[src/logic/alu_params.svh]
/* width and count defines shared by the packed-SIMD ALU */

`ifndef ALU_PARAMS_SVH
`define ALU_PARAMS_SVH

////////////////////
// datapath widths
////////////////////

// full data word
`define ALU_WIDTH 32

// operator code
`define ALU_OP_WIDTH 5

// byte lanes in one data word
`define ALU_BYTE_LANES 4

// FF1, FL1, CNT and CLB results, 0 to 32
`define ALU_CNT_WIDTH 6

////////////////////
// divider
////////////////////

// one quotient bit per iteration
`define DIV_ITERATIONS 32

`endif

[src/logic/alu_pkg.sv]
/* operator and vector-mode enums, the SIMD word union,
   the request struct and the compare-flag struct */

`include "alu_params.svh"

package alu_pkg;

  // division codes share the upper bits, bit 0 selects signed
  typedef enum logic [`ALU_OP_WIDTH-1:0] {
    ALU_AND  = 5'h00,
    ALU_OR   = 5'h01,
    ALU_XOR  = 5'h02,
    ALU_ADD  = 5'h03,
    ALU_SUB  = 5'h04,
    ALU_EQ   = 5'h05,
    ALU_NE   = 5'h06,
    ALU_LTS  = 5'h07,
    ALU_LTU  = 5'h08,
    ALU_GES  = 5'h09,
    ALU_GEU  = 5'h0a,
    ALU_MIN  = 5'h0b,
    ALU_MINU = 5'h0c,
    ALU_MAX  = 5'h0d,
    ALU_MAXU = 5'h0e,
    ALU_FF1  = 5'h0f,
    ALU_FL1  = 5'h10,
    ALU_CNT  = 5'h11,
    ALU_CLB  = 5'h12,
    ALU_DIVU = 5'h1c,
    ALU_DIV  = 5'h1d,
    ALU_REMU = 5'h1e,
    ALU_REM  = 5'h1f
  } alu_op_e;

  // lane partitioning of the data word
  typedef enum logic [1:0] {
    VEC_MODE32 = 2'b00,
    VEC_MODE16 = 2'b10,
    VEC_MODE8  = 2'b11
  } vec_mode_e;

  // one word seen as four bytes or as two halfwords
  typedef union packed {
    logic [`ALU_BYTE_LANES-1:0][7:0]    bytes;
    logic [`ALU_BYTE_LANES/2-1:0][15:0] halves;
  } simd_word_t;

  typedef struct packed {
    alu_op_e    operator;
    simd_word_t operand_a;
    simd_word_t operand_b;
    vec_mode_e  vector_mode;
  } alu_req_t;

  // per-byte masks, already merged over the active lane width
  typedef struct packed {
    logic [`ALU_BYTE_LANES-1:0] is_equal;
    logic [`ALU_BYTE_LANES-1:0] is_greater;
  } cmp_flags_t;

endpackage

[src/logic/alu_bitcount.sv]
/* popcount tree and find-first-one tree with the FF1, FL1, CNT and CLB results */

`timescale 1ns/1ps

`include "alu_params.svh"

module alu_bitcount import alu_pkg::*; (
  input  alu_req_t                   req_i,
  output logic [`ALU_CNT_WIDTH-1:0]  bitop_o
);

  localparam int unsigned IDX_WIDTH = `ALU_CNT_WIDTH - 1;

  logic [`ALU_WIDTH-1:0]     op_a;
  logic [`ALU_WIDTH-1:0]     op_a_rev;
  logic [`ALU_WIDTH-1:0]     ff_in;
  logic [15:0][1:0]          pc_l1;
  logic [7:0][2:0]           pc_l2;
  logic [3:0][3:0]           pc_l3;
  logic [1:0][4:0]           pc_l4;
  logic [`ALU_CNT_WIDTH-1:0] pop_cnt;
  logic [5:0][`ALU_WIDTH-1:0]                node_sel;
  logic [5:0][`ALU_WIDTH-1:0][IDX_WIDTH-1:0] node_idx;
  logic [IDX_WIDTH-1:0]      first_idx;
  logic                      no_ones;

  assign op_a = req_i.operand_a;

  always_comb begin
    for (int k = 0; k < `ALU_WIDTH; k++) begin
      op_a_rev[k] = op_a[`ALU_WIDTH-1-k];
    end
  end

  ////////////////////
  // popcount
  ////////////////////

  // pairwise adder tree, each level one bit wider
  always_comb begin
    for (int k = 0; k < 16; k++) begin
      pc_l1[k] = {1'b0, op_a[2*k]} + {1'b0, op_a[2*k+1]};
    end
    for (int k = 0; k < 8; k++) begin
      pc_l2[k] = {1'b0, pc_l1[2*k]} + {1'b0, pc_l1[2*k+1]};
    end
    for (int k = 0; k < 4; k++) begin
      pc_l3[k] = {1'b0, pc_l2[2*k]} + {1'b0, pc_l2[2*k+1]};
    end
    for (int k = 0; k < 2; k++) begin
      pc_l4[k] = {1'b0, pc_l3[2*k]} + {1'b0, pc_l3[2*k+1]};
    end
    pop_cnt = {1'b0, pc_l4[0]} + {1'b0, pc_l4[1]};
  end

  ////////////////////
  // find first one
  ////////////////////

  // FL1 and CLB search from the top, so feed the reversed word
  always_comb begin
    unique case (req_i.operator)
      ALU_FL1: ff_in = op_a_rev;
      ALU_CLB: ff_in = op_a[`ALU_WIDTH-1] ? ~op_a_rev : op_a_rev;
      default: ff_in = op_a;
    endcase
  end

  // level 0 holds the input bits, level l has 32 >> l nodes
  // left child wins, so the lowest index is found
  always_comb begin
    node_sel = '0;
    node_idx = '0;
    for (int k = 0; k < `ALU_WIDTH; k++) begin
      node_sel[0][k] = ff_in[k];
      node_idx[0][k] = IDX_WIDTH'(k);
    end
    for (int l = 1; l <= IDX_WIDTH; l++) begin
      for (int k = 0; k < (`ALU_WIDTH >> l); k++) begin
        node_sel[l][k] = node_sel[l-1][2*k] | node_sel[l-1][2*k+1];
        node_idx[l][k] = node_sel[l-1][2*k] ? node_idx[l-1][2*k] : node_idx[l-1][2*k+1];
      end
    end
  end

  assign first_idx = node_idx[IDX_WIDTH][0];
  assign no_ones   = ~node_sel[IDX_WIDTH][0];

  ////////////////////
  // result select
  ////////////////////

  always_comb begin
    unique case (req_i.operator)
      ALU_FF1: bitop_o = no_ones ? 6'd32 : {1'b0, first_idx};
      ALU_FL1: bitop_o = no_ones ? 6'd32 : {1'b0, 5'd31 - first_idx};
      ALU_CLB: begin
        // zero gives 0, all ones has no opposite bit and gives 31
        if (no_ones) begin
          bitop_o = op_a[`ALU_WIDTH-1] ? 6'd31 : 6'd0;
        end else begin
          bitop_o = {1'b0, first_idx - 5'd1};
        end
      end
      default: bitop_o = pop_cnt;
    endcase
  end

endmodule

[src/logic/serial_divider.sv]
/* restoring serial divider for DIV, DIVU, REM and REMU with the ready/stall handshake */

`timescale 1ns/1ps

`include "alu_params.svh"

module serial_divider import alu_pkg::*; (
  input  logic                   clk,
  input  logic                   rst_n_i,
  input  alu_req_t               req_i,
  input  logic                   ex_ready_i,
  output logic [`ALU_WIDTH-1:0]  div_result_o,
  output logic                   div_ready_o
);

  localparam int unsigned          ITER_W    = $clog2(`DIV_ITERATIONS);
  localparam logic [ITER_W-1:0]    LAST_ITER = ITER_W'(`DIV_ITERATIONS - 1);
  localparam logic [`ALU_WIDTH-1:0] MOST_NEG = {1'b1, {(`ALU_WIDTH-1){1'b0}}};

  typedef enum logic [1:0] {
    DIV_IDLE,
    DIV_BUSY,
    DIV_DONE
  } div_state_e;

  div_state_e            state_q;
  logic [ITER_W-1:0]     iter_q;
  logic                  is_div_op;
  logic                  is_rem;
  logic                  is_signed;
  logic                  a_neg;
  logic                  b_neg;
  logic [`ALU_WIDTH-1:0] op_a;
  logic [`ALU_WIDTH-1:0] op_b;
  logic                  load;
  // payload
  logic [`ALU_WIDTH-1:0] divisor_q;
  logic [`ALU_WIDTH-1:0] rem_q;
  logic [`ALU_WIDTH-1:0] quot_q;
  logic                  q_neg_q;
  logic                  r_neg_q;
  logic                  by_zero_q;
  logic                  overflow_q;
  // one restoring step
  logic [`ALU_WIDTH:0]   trial;
  logic [`ALU_WIDTH:0]   diff;
  logic                  fits;
  // done stage
  logic [`ALU_WIDTH-1:0] quotient;
  logic [`ALU_WIDTH-1:0] remainder;

  assign op_a      = req_i.operand_a;
  assign op_b      = req_i.operand_b;
  assign is_div_op = req_i.operator inside {ALU_DIV, ALU_DIVU, ALU_REM, ALU_REMU};
  assign is_rem    = req_i.operator inside {ALU_REM, ALU_REMU};
  // lowest operator bit marks the signed forms
  assign is_signed = req_i.operator[0];
  assign a_neg     = is_signed & op_a[`ALU_WIDTH-1];
  assign b_neg     = is_signed & op_b[`ALU_WIDTH-1];
  assign load      = (state_q == DIV_IDLE) && is_div_op;

  ////////////////////
  // control FSM
  ////////////////////

  // load edge, then DIV_ITERATIONS step edges, the last one enters DONE
  always_ff @(posedge clk) begin
    if (!rst_n_i) begin
      state_q <= DIV_IDLE;
      iter_q  <= '0;
    end else begin
      unique case (state_q)
        DIV_IDLE: begin
          if (is_div_op) begin
            state_q <= DIV_BUSY;
            iter_q  <= '0;
          end
        end
        DIV_BUSY: begin
          iter_q <= iter_q + 1'b1;
          if (iter_q == LAST_ITER) begin
            state_q <= DIV_DONE;
          end
        end
        DIV_DONE: begin
          // hold the result until the pipeline takes it
          if (ex_ready_i) begin
            state_q <= DIV_IDLE;
          end
        end
        default: state_q <= DIV_IDLE;
      endcase
    end
  end

  ////////////////////
  // datapath
  ////////////////////

  // shift in the next dividend bit and try the subtract
  assign trial = {rem_q, quot_q[`ALU_WIDTH-1]};
  assign diff  = trial - {1'b0, divisor_q};
  assign fits  = (trial >= {1'b0, divisor_q});

  always_ff @(posedge clk) begin
    if (load) begin
      // magnitudes, dividend enters the quotient register
      quot_q     <= a_neg ? -op_a : op_a;
      divisor_q  <= b_neg ? -op_b : op_b;
      rem_q      <= '0;
      q_neg_q    <= a_neg ^ b_neg;
      r_neg_q    <= a_neg;
      by_zero_q  <= (op_b == '0);
      overflow_q <= is_signed && (op_a == MOST_NEG) && (op_b == '1);
    end else if (state_q == DIV_BUSY) begin
      rem_q  <= fits ? diff[`ALU_WIDTH-1:0] : trial[`ALU_WIDTH-1:0];
      quot_q <= {quot_q[`ALU_WIDTH-2:0], fits};
    end
  end

  // sign correction, remainder follows the dividend
  // a zero divisor leaves the dividend magnitude in rem_q
  always_comb begin
    remainder = r_neg_q ? -rem_q : rem_q;
    quotient  = q_neg_q ? -quot_q : quot_q;
    if (by_zero_q) begin
      quotient = '1;
    end else if (overflow_q) begin
      quotient  = MOST_NEG;
      remainder = '0;
    end
  end

  assign div_result_o = is_rem ? remainder : quotient;

  // non-division operators never stall
  assign div_ready_o = ~is_div_op | (state_q == DIV_DONE);

endmodule

[src/logic/simd_adder.sv]
/* partitioned add/subtract over one, two or four lanes */

`timescale 1ns/1ps

`include "alu_params.svh"

module simd_adder import alu_pkg::*; (
  input  alu_req_t               req_i,
  output logic [`ALU_WIDTH-1:0]  sum_o
);

  localparam int unsigned EXT_WIDTH = `ALU_WIDTH + `ALU_BYTE_LANES;

  logic                       do_sub;
  logic [`ALU_BYTE_LANES-1:0] lane_start;
  logic [EXT_WIDTH-1:0]       ext_a;
  logic [EXT_WIDTH-1:0]       ext_b;
  logic [EXT_WIDTH-1:0]       ext_sum;

  assign do_sub = (req_i.operator == ALU_SUB);

  // bytes that begin a new lane
  always_comb begin
    unique case (req_i.vector_mode)
      VEC_MODE8:  lane_start = 4'b1111;
      VEC_MODE16: lane_start = 4'b0101;
      default:    lane_start = 4'b0001;
    endcase
  end

  ////////////////////
  // extended operands
  ////////////////////

  // one control bit sits below every byte
  // lane start, add    0 + 0 kills the carry from below
  // lane start, sub    1 + 1 injects the +1 of the two's complement
  // inside a lane      1 + 0 passes the carry through
  always_comb begin
    for (int i = 0; i < `ALU_BYTE_LANES; i++) begin
      ext_a[9*i+1 +: 8] = req_i.operand_a.bytes[i];
      ext_b[9*i+1 +: 8] = do_sub ? ~req_i.operand_b.bytes[i] : req_i.operand_b.bytes[i];
      ext_a[9*i]        = do_sub | ~lane_start[i];
      ext_b[9*i]        = do_sub & lane_start[i];
    end
  end

  // single wide adder for all lanes
  assign ext_sum = ext_a + ext_b;

  // drop the control bits again
  always_comb begin
    for (int i = 0; i < `ALU_BYTE_LANES; i++) begin
      sum_o[8*i +: 8] = ext_sum[9*i+1 +: 8];
    end
  end

endmodule

[src/logic/simd_alu.sv]
/* packed-SIMD ALU top with logic operations, sub-unit instances and result mux */

`timescale 1ns/1ps

`include "alu_params.svh"

module simd_alu import alu_pkg::*; (
  input  logic                   clk,
  input  logic                   rst_n_i,
  input  alu_req_t               alu_req_i,
  input  logic                   ex_ready_i,
  output logic [`ALU_WIDTH-1:0]  result_o,
  output logic                   comparison_result_o,
  output logic                   ready_o
);

  logic [`ALU_WIDTH-1:0]     adder_sum;
  logic                      cmp_result;
  logic [`ALU_WIDTH-1:0]     minmax_result;
  logic [`ALU_CNT_WIDTH-1:0] bitop_result;
  logic [`ALU_WIDTH-1:0]     div_result;
  logic                      div_ready;

  ////////////////////
  // sub-units
  ////////////////////

  simd_adder u_adder (
    .req_i ( alu_req_i ),
    .sum_o ( adder_sum )
  );

  // lane masks stay internal, only the flag and min/max leave
  simd_compare u_compare (
    .req_i        ( alu_req_i     ),
    .cmp_flags_o  (               ),
    .cmp_result_o ( cmp_result    ),
    .minmax_o     ( minmax_result )
  );

  alu_bitcount u_bitcount (
    .req_i   ( alu_req_i    ),
    .bitop_o ( bitop_result )
  );

  // multi-cycle, stalls the pipeline through ready_o
  serial_divider u_divider (
    .clk          ( clk        ),
    .rst_n_i      ( rst_n_i    ),
    .req_i        ( alu_req_i  ),
    .ex_ready_i   ( ex_ready_i ),
    .div_result_o ( div_result ),
    .div_ready_o  ( div_ready  )
  );

  ////////////////////
  // result mux
  ////////////////////

  always_comb begin
    unique case (alu_req_i.operator)
      ALU_AND: result_o = alu_req_i.operand_a & alu_req_i.operand_b;
      ALU_OR:  result_o = alu_req_i.operand_a | alu_req_i.operand_b;
      ALU_XOR: result_o = alu_req_i.operand_a ^ alu_req_i.operand_b;

      ALU_ADD, ALU_SUB: result_o = adder_sum;

      // flag of the top lane, zero-extended
      ALU_EQ,  ALU_NE,
      ALU_LTS, ALU_LTU,
      ALU_GES, ALU_GEU: result_o = {{(`ALU_WIDTH-1){1'b0}}, cmp_result};

      ALU_MIN, ALU_MINU,
      ALU_MAX, ALU_MAXU: result_o = minmax_result;

      ALU_FF1, ALU_FL1,
      ALU_CNT, ALU_CLB: result_o = {{(`ALU_WIDTH-`ALU_CNT_WIDTH){1'b0}}, bitop_result};

      ALU_DIV, ALU_DIVU,
      ALU_REM, ALU_REMU: result_o = div_result;

      default: result_o = '0;
    endcase
  end

  assign comparison_result_o = cmp_result;
  assign ready_o             = div_ready;

endmodule

[src/logic/simd_compare.sv]
/* lane-aware compare flags, comparison result and min/max selection */

`timescale 1ns/1ps

`include "alu_params.svh"

module simd_compare import alu_pkg::*; (
  input  alu_req_t               req_i,
  output cmp_flags_t             cmp_flags_o,
  output logic                   cmp_result_o,
  output logic [`ALU_WIDTH-1:0]  minmax_o
);

  logic                       op_signed;
  logic                       do_min;
  logic [`ALU_BYTE_LANES-1:0] cmp_signed;
  logic [`ALU_BYTE_LANES-1:0] eq_byte;
  logic [`ALU_BYTE_LANES-1:0] gt_byte;
  logic [1:0]                 eq_half;
  logic                       eq_word;
  cmp_flags_t                 flags;
  logic [`ALU_BYTE_LANES-1:0] lane_flag;
  logic [`ALU_BYTE_LANES-1:0] sel_a;

  assign op_signed = req_i.operator inside {ALU_LTS, ALU_GES, ALU_MIN, ALU_MAX};
  assign do_min    = req_i.operator inside {ALU_MIN, ALU_MINU};

  // only the top byte of a lane carries the sign
  always_comb begin
    unique case (req_i.vector_mode)
      VEC_MODE8:  cmp_signed = {4{op_signed}};
      VEC_MODE16: cmp_signed = {op_signed, 1'b0, op_signed, 1'b0};
      default:    cmp_signed = {op_signed, 3'b000};
    endcase
  end

  ////////////////////
  // byte compares
  ////////////////////

  always_comb begin
    for (int i = 0; i < `ALU_BYTE_LANES; i++) begin
      eq_byte[i] = (req_i.operand_a.bytes[i] == req_i.operand_b.bytes[i]);
      gt_byte[i] = $signed({req_i.operand_a.bytes[i][7] & cmp_signed[i],
                            req_i.operand_a.bytes[i]}) >
                   $signed({req_i.operand_b.bytes[i][7] & cmp_signed[i],
                            req_i.operand_b.bytes[i]});
    end
  end

  // equality of wider lanes straight from the halfword view
  assign eq_half[0] = (req_i.operand_a.halves[0] == req_i.operand_b.halves[0]);
  assign eq_half[1] = (req_i.operand_a.halves[1] == req_i.operand_b.halves[1]);
  assign eq_word    = &eq_half;

  ////////////////////
  // lane merge
  ////////////////////

  // greater is decided by the highest byte that differs
  always_comb begin
    unique case (req_i.vector_mode)
      VEC_MODE8: begin
        flags.is_equal   = eq_byte;
        flags.is_greater = gt_byte;
      end
      VEC_MODE16: begin
        flags.is_equal   = {{2{eq_half[1]}}, {2{eq_half[0]}}};
        flags.is_greater = {{2{gt_byte[3] | (eq_byte[3] & gt_byte[2])}},
                            {2{gt_byte[1] | (eq_byte[1] & gt_byte[0])}}};
      end
      default: begin
        flags.is_equal   = {4{eq_word}};
        flags.is_greater = {4{gt_byte[3] | (eq_byte[3] & (gt_byte[2] |
                             (eq_byte[2] & (gt_byte[1] | (eq_byte[1] & gt_byte[0])))))}};
      end
    endcase
  end

  assign cmp_flags_o = flags;

  // operator decode into the per-lane flag
  always_comb begin
    unique case (req_i.operator)
      ALU_NE:           lane_flag = ~flags.is_equal;
      ALU_LTS, ALU_LTU: lane_flag = ~(flags.is_greater | flags.is_equal);
      ALU_GES, ALU_GEU: lane_flag = flags.is_greater | flags.is_equal;
      default:          lane_flag = flags.is_equal;
    endcase
  end

  // most significant lane drives the scalar flag
  assign cmp_result_o = lane_flag[`ALU_BYTE_LANES-1];

  // min takes b where a is greater, max takes a
  assign sel_a = flags.is_greater ^ {`ALU_BYTE_LANES{do_min}};

  always_comb begin
    for (int i = 0; i < `ALU_BYTE_LANES; i++) begin
      minmax_o[8*i +: 8] = sel_a[i] ? req_i.operand_a.bytes[i] : req_i.operand_b.bytes[i];
    end
  end

endmodule

[config.mk]
export PLATFORM = sky130hd
export DESIGN_NAME = simd_alu
export DESIGN_NICKNAME = d
export VERILOG_FILES = /design/src/logic/alu_pkg.sv /design/src/logic/alu_bitcount.sv /design/src/logic/serial_divider.sv /design/src/logic/simd_adder.sv /design/src/logic/simd_alu.sv /design/src/logic/simd_compare.sv
export VERILOG_INCLUDE_DIRS = /design/src /design/src/logic
export SDC_FILE = /design/constraint.sdc
export NUM_CORES = 1
export LEC_CHECK = 0
export BUFFER_PORTS_ARGS = -buffer_cell sky130_fd_sc_hd__buf_2
export CORE_AREA = 2 2 262 264
export DETAILED_ROUTE_END_ITERATION = 10
export DIE_AREA = 0 0 264 266
export HOLD_SLACK_MARGIN = 0.15
export PLACE_DENSITY = 0.49
export SLEW_MARGIN = 20
export SYNTH_ARGS = -nofsm -noshare
export SYNTH_HDL_FRONTEND = slang
export SYNTH_SLANG_ARGS = --single-unit
[constraint.sdc]
create_clock -name clk -period 10 [get_ports clk]
set_input_delay 2 -clock clk [delete_from_list [all_inputs] [get_ports clk]]
set_output_delay 2 -clock clk [all_outputs]
set_load 0.01 [all_outputs]
==> reports/results.ini <==
[status]
outcome = finished, final reports clean

[power_and_ir_drop]
power_density_nw_per_um2 = 160
leakage_nw = 7.51
peakVddDrop_mv = 0.126
power_w = 0.00299

[clocking]
cts_tree = yes
cts.sinks = 107
post_cts_buffers = 0
cts_root_buf = clkbuf_16
htree_levels = 3
cts_buffers = 9
clock_path_buffers = 2
path_clk_slew_ns = 0.07
clk_latency_ns = 0.38

[synth]
netlist.area_leader.share_pct = 13.1
syn_avg_cell_area_um2 = 7.64
synthFlopType = edfxtp_1
syn_nets = 2468
synth_top_cell_by_area = ha_1
yosys-top-cells-area = ha_1 (13%), edfxtp_1 (12%), xnor2_1 (7.6%)
synth-seq-cells = 107
synth_edf_count = 68
async_flop_share_pct = 0
synth_seq_area_share_pct = 16.8
synthesis.area_um2 = 16800
synth.distinct_cells = 92
synthCells = 2194
yosysWarnings = 0

[layout]
drive_gt1_share_pct = 10.4
syn_to_final_growth_pct = 11.3
nNetsFinal = 2517

[global_route]
grt_antenna_before_repair = 6
grt_pass1_wl_um = 117000
gr-total-overflow = 0
grt_usage_pct = 22.4
grt_max_degree = 74
grt_pass1_vias = 17268

[detailed_routing]
drc = 0
dr.pass1.iters = 6
avgRoutedWirePerCell_um = 25.9
wl_um = 81300
highest_layer = met4
wirelength_met1_um = 35800
vias = 17876
dr.first_iter.drc_count = 2045
dr_wl_met2_um = 35700
wl_met3_um = 6340
viasPerCell = 5.70
ant_nets = 0

[worst_setup_path]
crit_path_max_incr_delay_ns = 0.72
critPathMaxFanout = 2
path_class = input pin to primary output
start_kind = input pin
path_delay_family = adder cells
cp-end-kind = primary output
worstPathArrival_ns = 7.73
cp_num_buf_inv = 6
path_cells = buf_2, inv_1, fa_1, fa_1, fa_1, inv_1, fa_1, fa_1, inv_1, fa_1, inv_1, ha_1, a21o_1, a21oi_1, nor2b_1, o211ai_1, o211ai_1, a311oi_2, o21ai_0, or3_1, buf_2
worst_path_max_delay_cell = fa_1
crit_required_ns = 8.00
path_common_cell = fa_1

[timing]
fin_crit_sh_pct = 97.3
worstMarginPinSlew_ns = 1.15
fmax_mhz = 103
grt_setup_unrepaired = false
finalSetupViolCount = 0
final-hold-violation-count = 0
fin_skew_ns = 0.0112
slew_headroom_pct = 22.6
slew_violations = 0
period_needed_ns = 9.73
fin_setup_tns_ns = 0

[run]
drv_cap = 0

[die]
rows = 96
io_pins = 108
initial_utilization_pct = 24.8
dieArea_um2 = 70200
die_w_um = 264
core-area_um2 = 67700
die_h_um = 266

[worst_hold_path]
min_path_type = flop to flop

[place]
io_buffers = 107
hpwlAfterDp_um = 65100
place.gp.congestion = 1.00

cell usage after synthesis, types with 32 or more instances:
cell	instances
inv_1	153
nand2_1	205
nand3_1	73
a22oi_1	34
nor3_1	37
clkbuf_1	110
xnor2_1	145
a31oi_1	32
nor2_1	120
mux2i_1	51
ha_1	175
xor2_1	66
a21oi_1	142
dfxtp_1	39
edfxtp_1	68
o21ai_0	192
o31ai_1	37
stage by stage:
| step | worst slack, ns | hold slack (ns) | cell area, µm² | util (%) | instances |
|---|---|---|---|---|---|
| floorplan | 0.828 | 0.423 | 16800 | - | 2194 |
| global placement | 0.290 | 0.437 | 18400 | 27.1 | 3114 |
| detailed placement | 0.220 | 0.466 | 18400 | 27.1 | 3114 |
| CTS | 0.192 | 0.477 | 18600 | 27.5 | 3130 |
| global route | 0.0487 | 0.492 | 18600 | 27.5 | 3131 |
| finish | 0.273 | 0.487 | 18700 | 27.5 | 3135 |
kinds of logic (layout without fill, tap and decap cells):
family	after synthesis	in the layout	share of synthesized area, %
compound gates	682	682	26.7
simple gates	644	644	19.2
buf+inv	291	345	6.68
xor+xnor	212	212	11.1
fa+ha+maj	200	200	16.0
flops	107	107	16.8
mux	58	58	3.51
other cells	0	5	0
area by class of cell:
| cell class | instances | area (µm²) |
|---|---|---|
| sequential | 107 | 2820 |
| tap | 882 | 1100 |
| clock inverter | 3 | 11.3 |
| inverter | 160 | 601 |
| timing repair buffer | 169 | 1000 |
| clock buffer | 13 | 240 |
| multi-input combinational | 1796 | 12900 |
| fill | 7510 | 49100 |
| antenna | 5 | 12.5 |
layout by cell type, fill, tap and decap left out, drive strengths merged, types with 13 or more instances in the layout:
cell type,n
o211ai,27
o41ai,16
o221ai,18
clkbuf,13
nor2,120
o21ai,196
a211oi,28
or4,17
a31oi,32
nor3,37
inv,156
or3,25
o31ai,40
nor2b,17
xor2,66
a21oi,142
or2,13
nand2,206
ha,175
edfxtp,68
nor4,32
fa,25
mux2i,51
a22oi,34
nand4,27
dfxtp,39
nand2b,19
a221oi,17
nand3,73
xnor2,146
and2,20
a21o,30
buf,169
report_power, final:
group	total, W	internal (W)	switching, W
registers	0.000679	0.000548	0.000131
clock network	0.000343	0.000168	0.000176
logic	0.00196	0.000781	0.00118
registers in the layout, summed over array words and instances (netlist names):
register              count
u_divider.iter_q          5
u_divider.quot_q         32
u_divider.by_zero_q       1
u_divider.q_neg_q         1
u_divider.r_neg_q         1
u_divider.state_q         2
u_divider.overflow_q      1
u_divider.divisor_q      32
u_divider.rem_q          32
per-layer routing:
metal  up-vias  track usage [%]
met5         -                0
met4         0             9.03
met3       161             3.02
met2       891             35.8
met1      8710             30.5
li1       8114                -
worst paths after layout:
kind                                     startpoint                  end  slack [ns]  cells after the start
worst max-delay path                  alu_req_i[45]          result_o[5]        0.27                     21
worst min-delay path            u_divider.iter_q[3]  u_divider.iter_q[3]        0.49                      1
worst max register to register   u_divider.rem_q[9]   u_divider.rem_q[0]        5.28                     10
worst min register to register  u_divider.iter_q[3]  u_divider.iter_q[3]        0.49                      1
what timing repair did:
action | 4_1_cts | 5_1_grt
resized for setup | 0 | 1
endpoints found under the setup margin | 0 | 1
hold buffers | 0 | 0
Power figures use the tool's default switching activity.
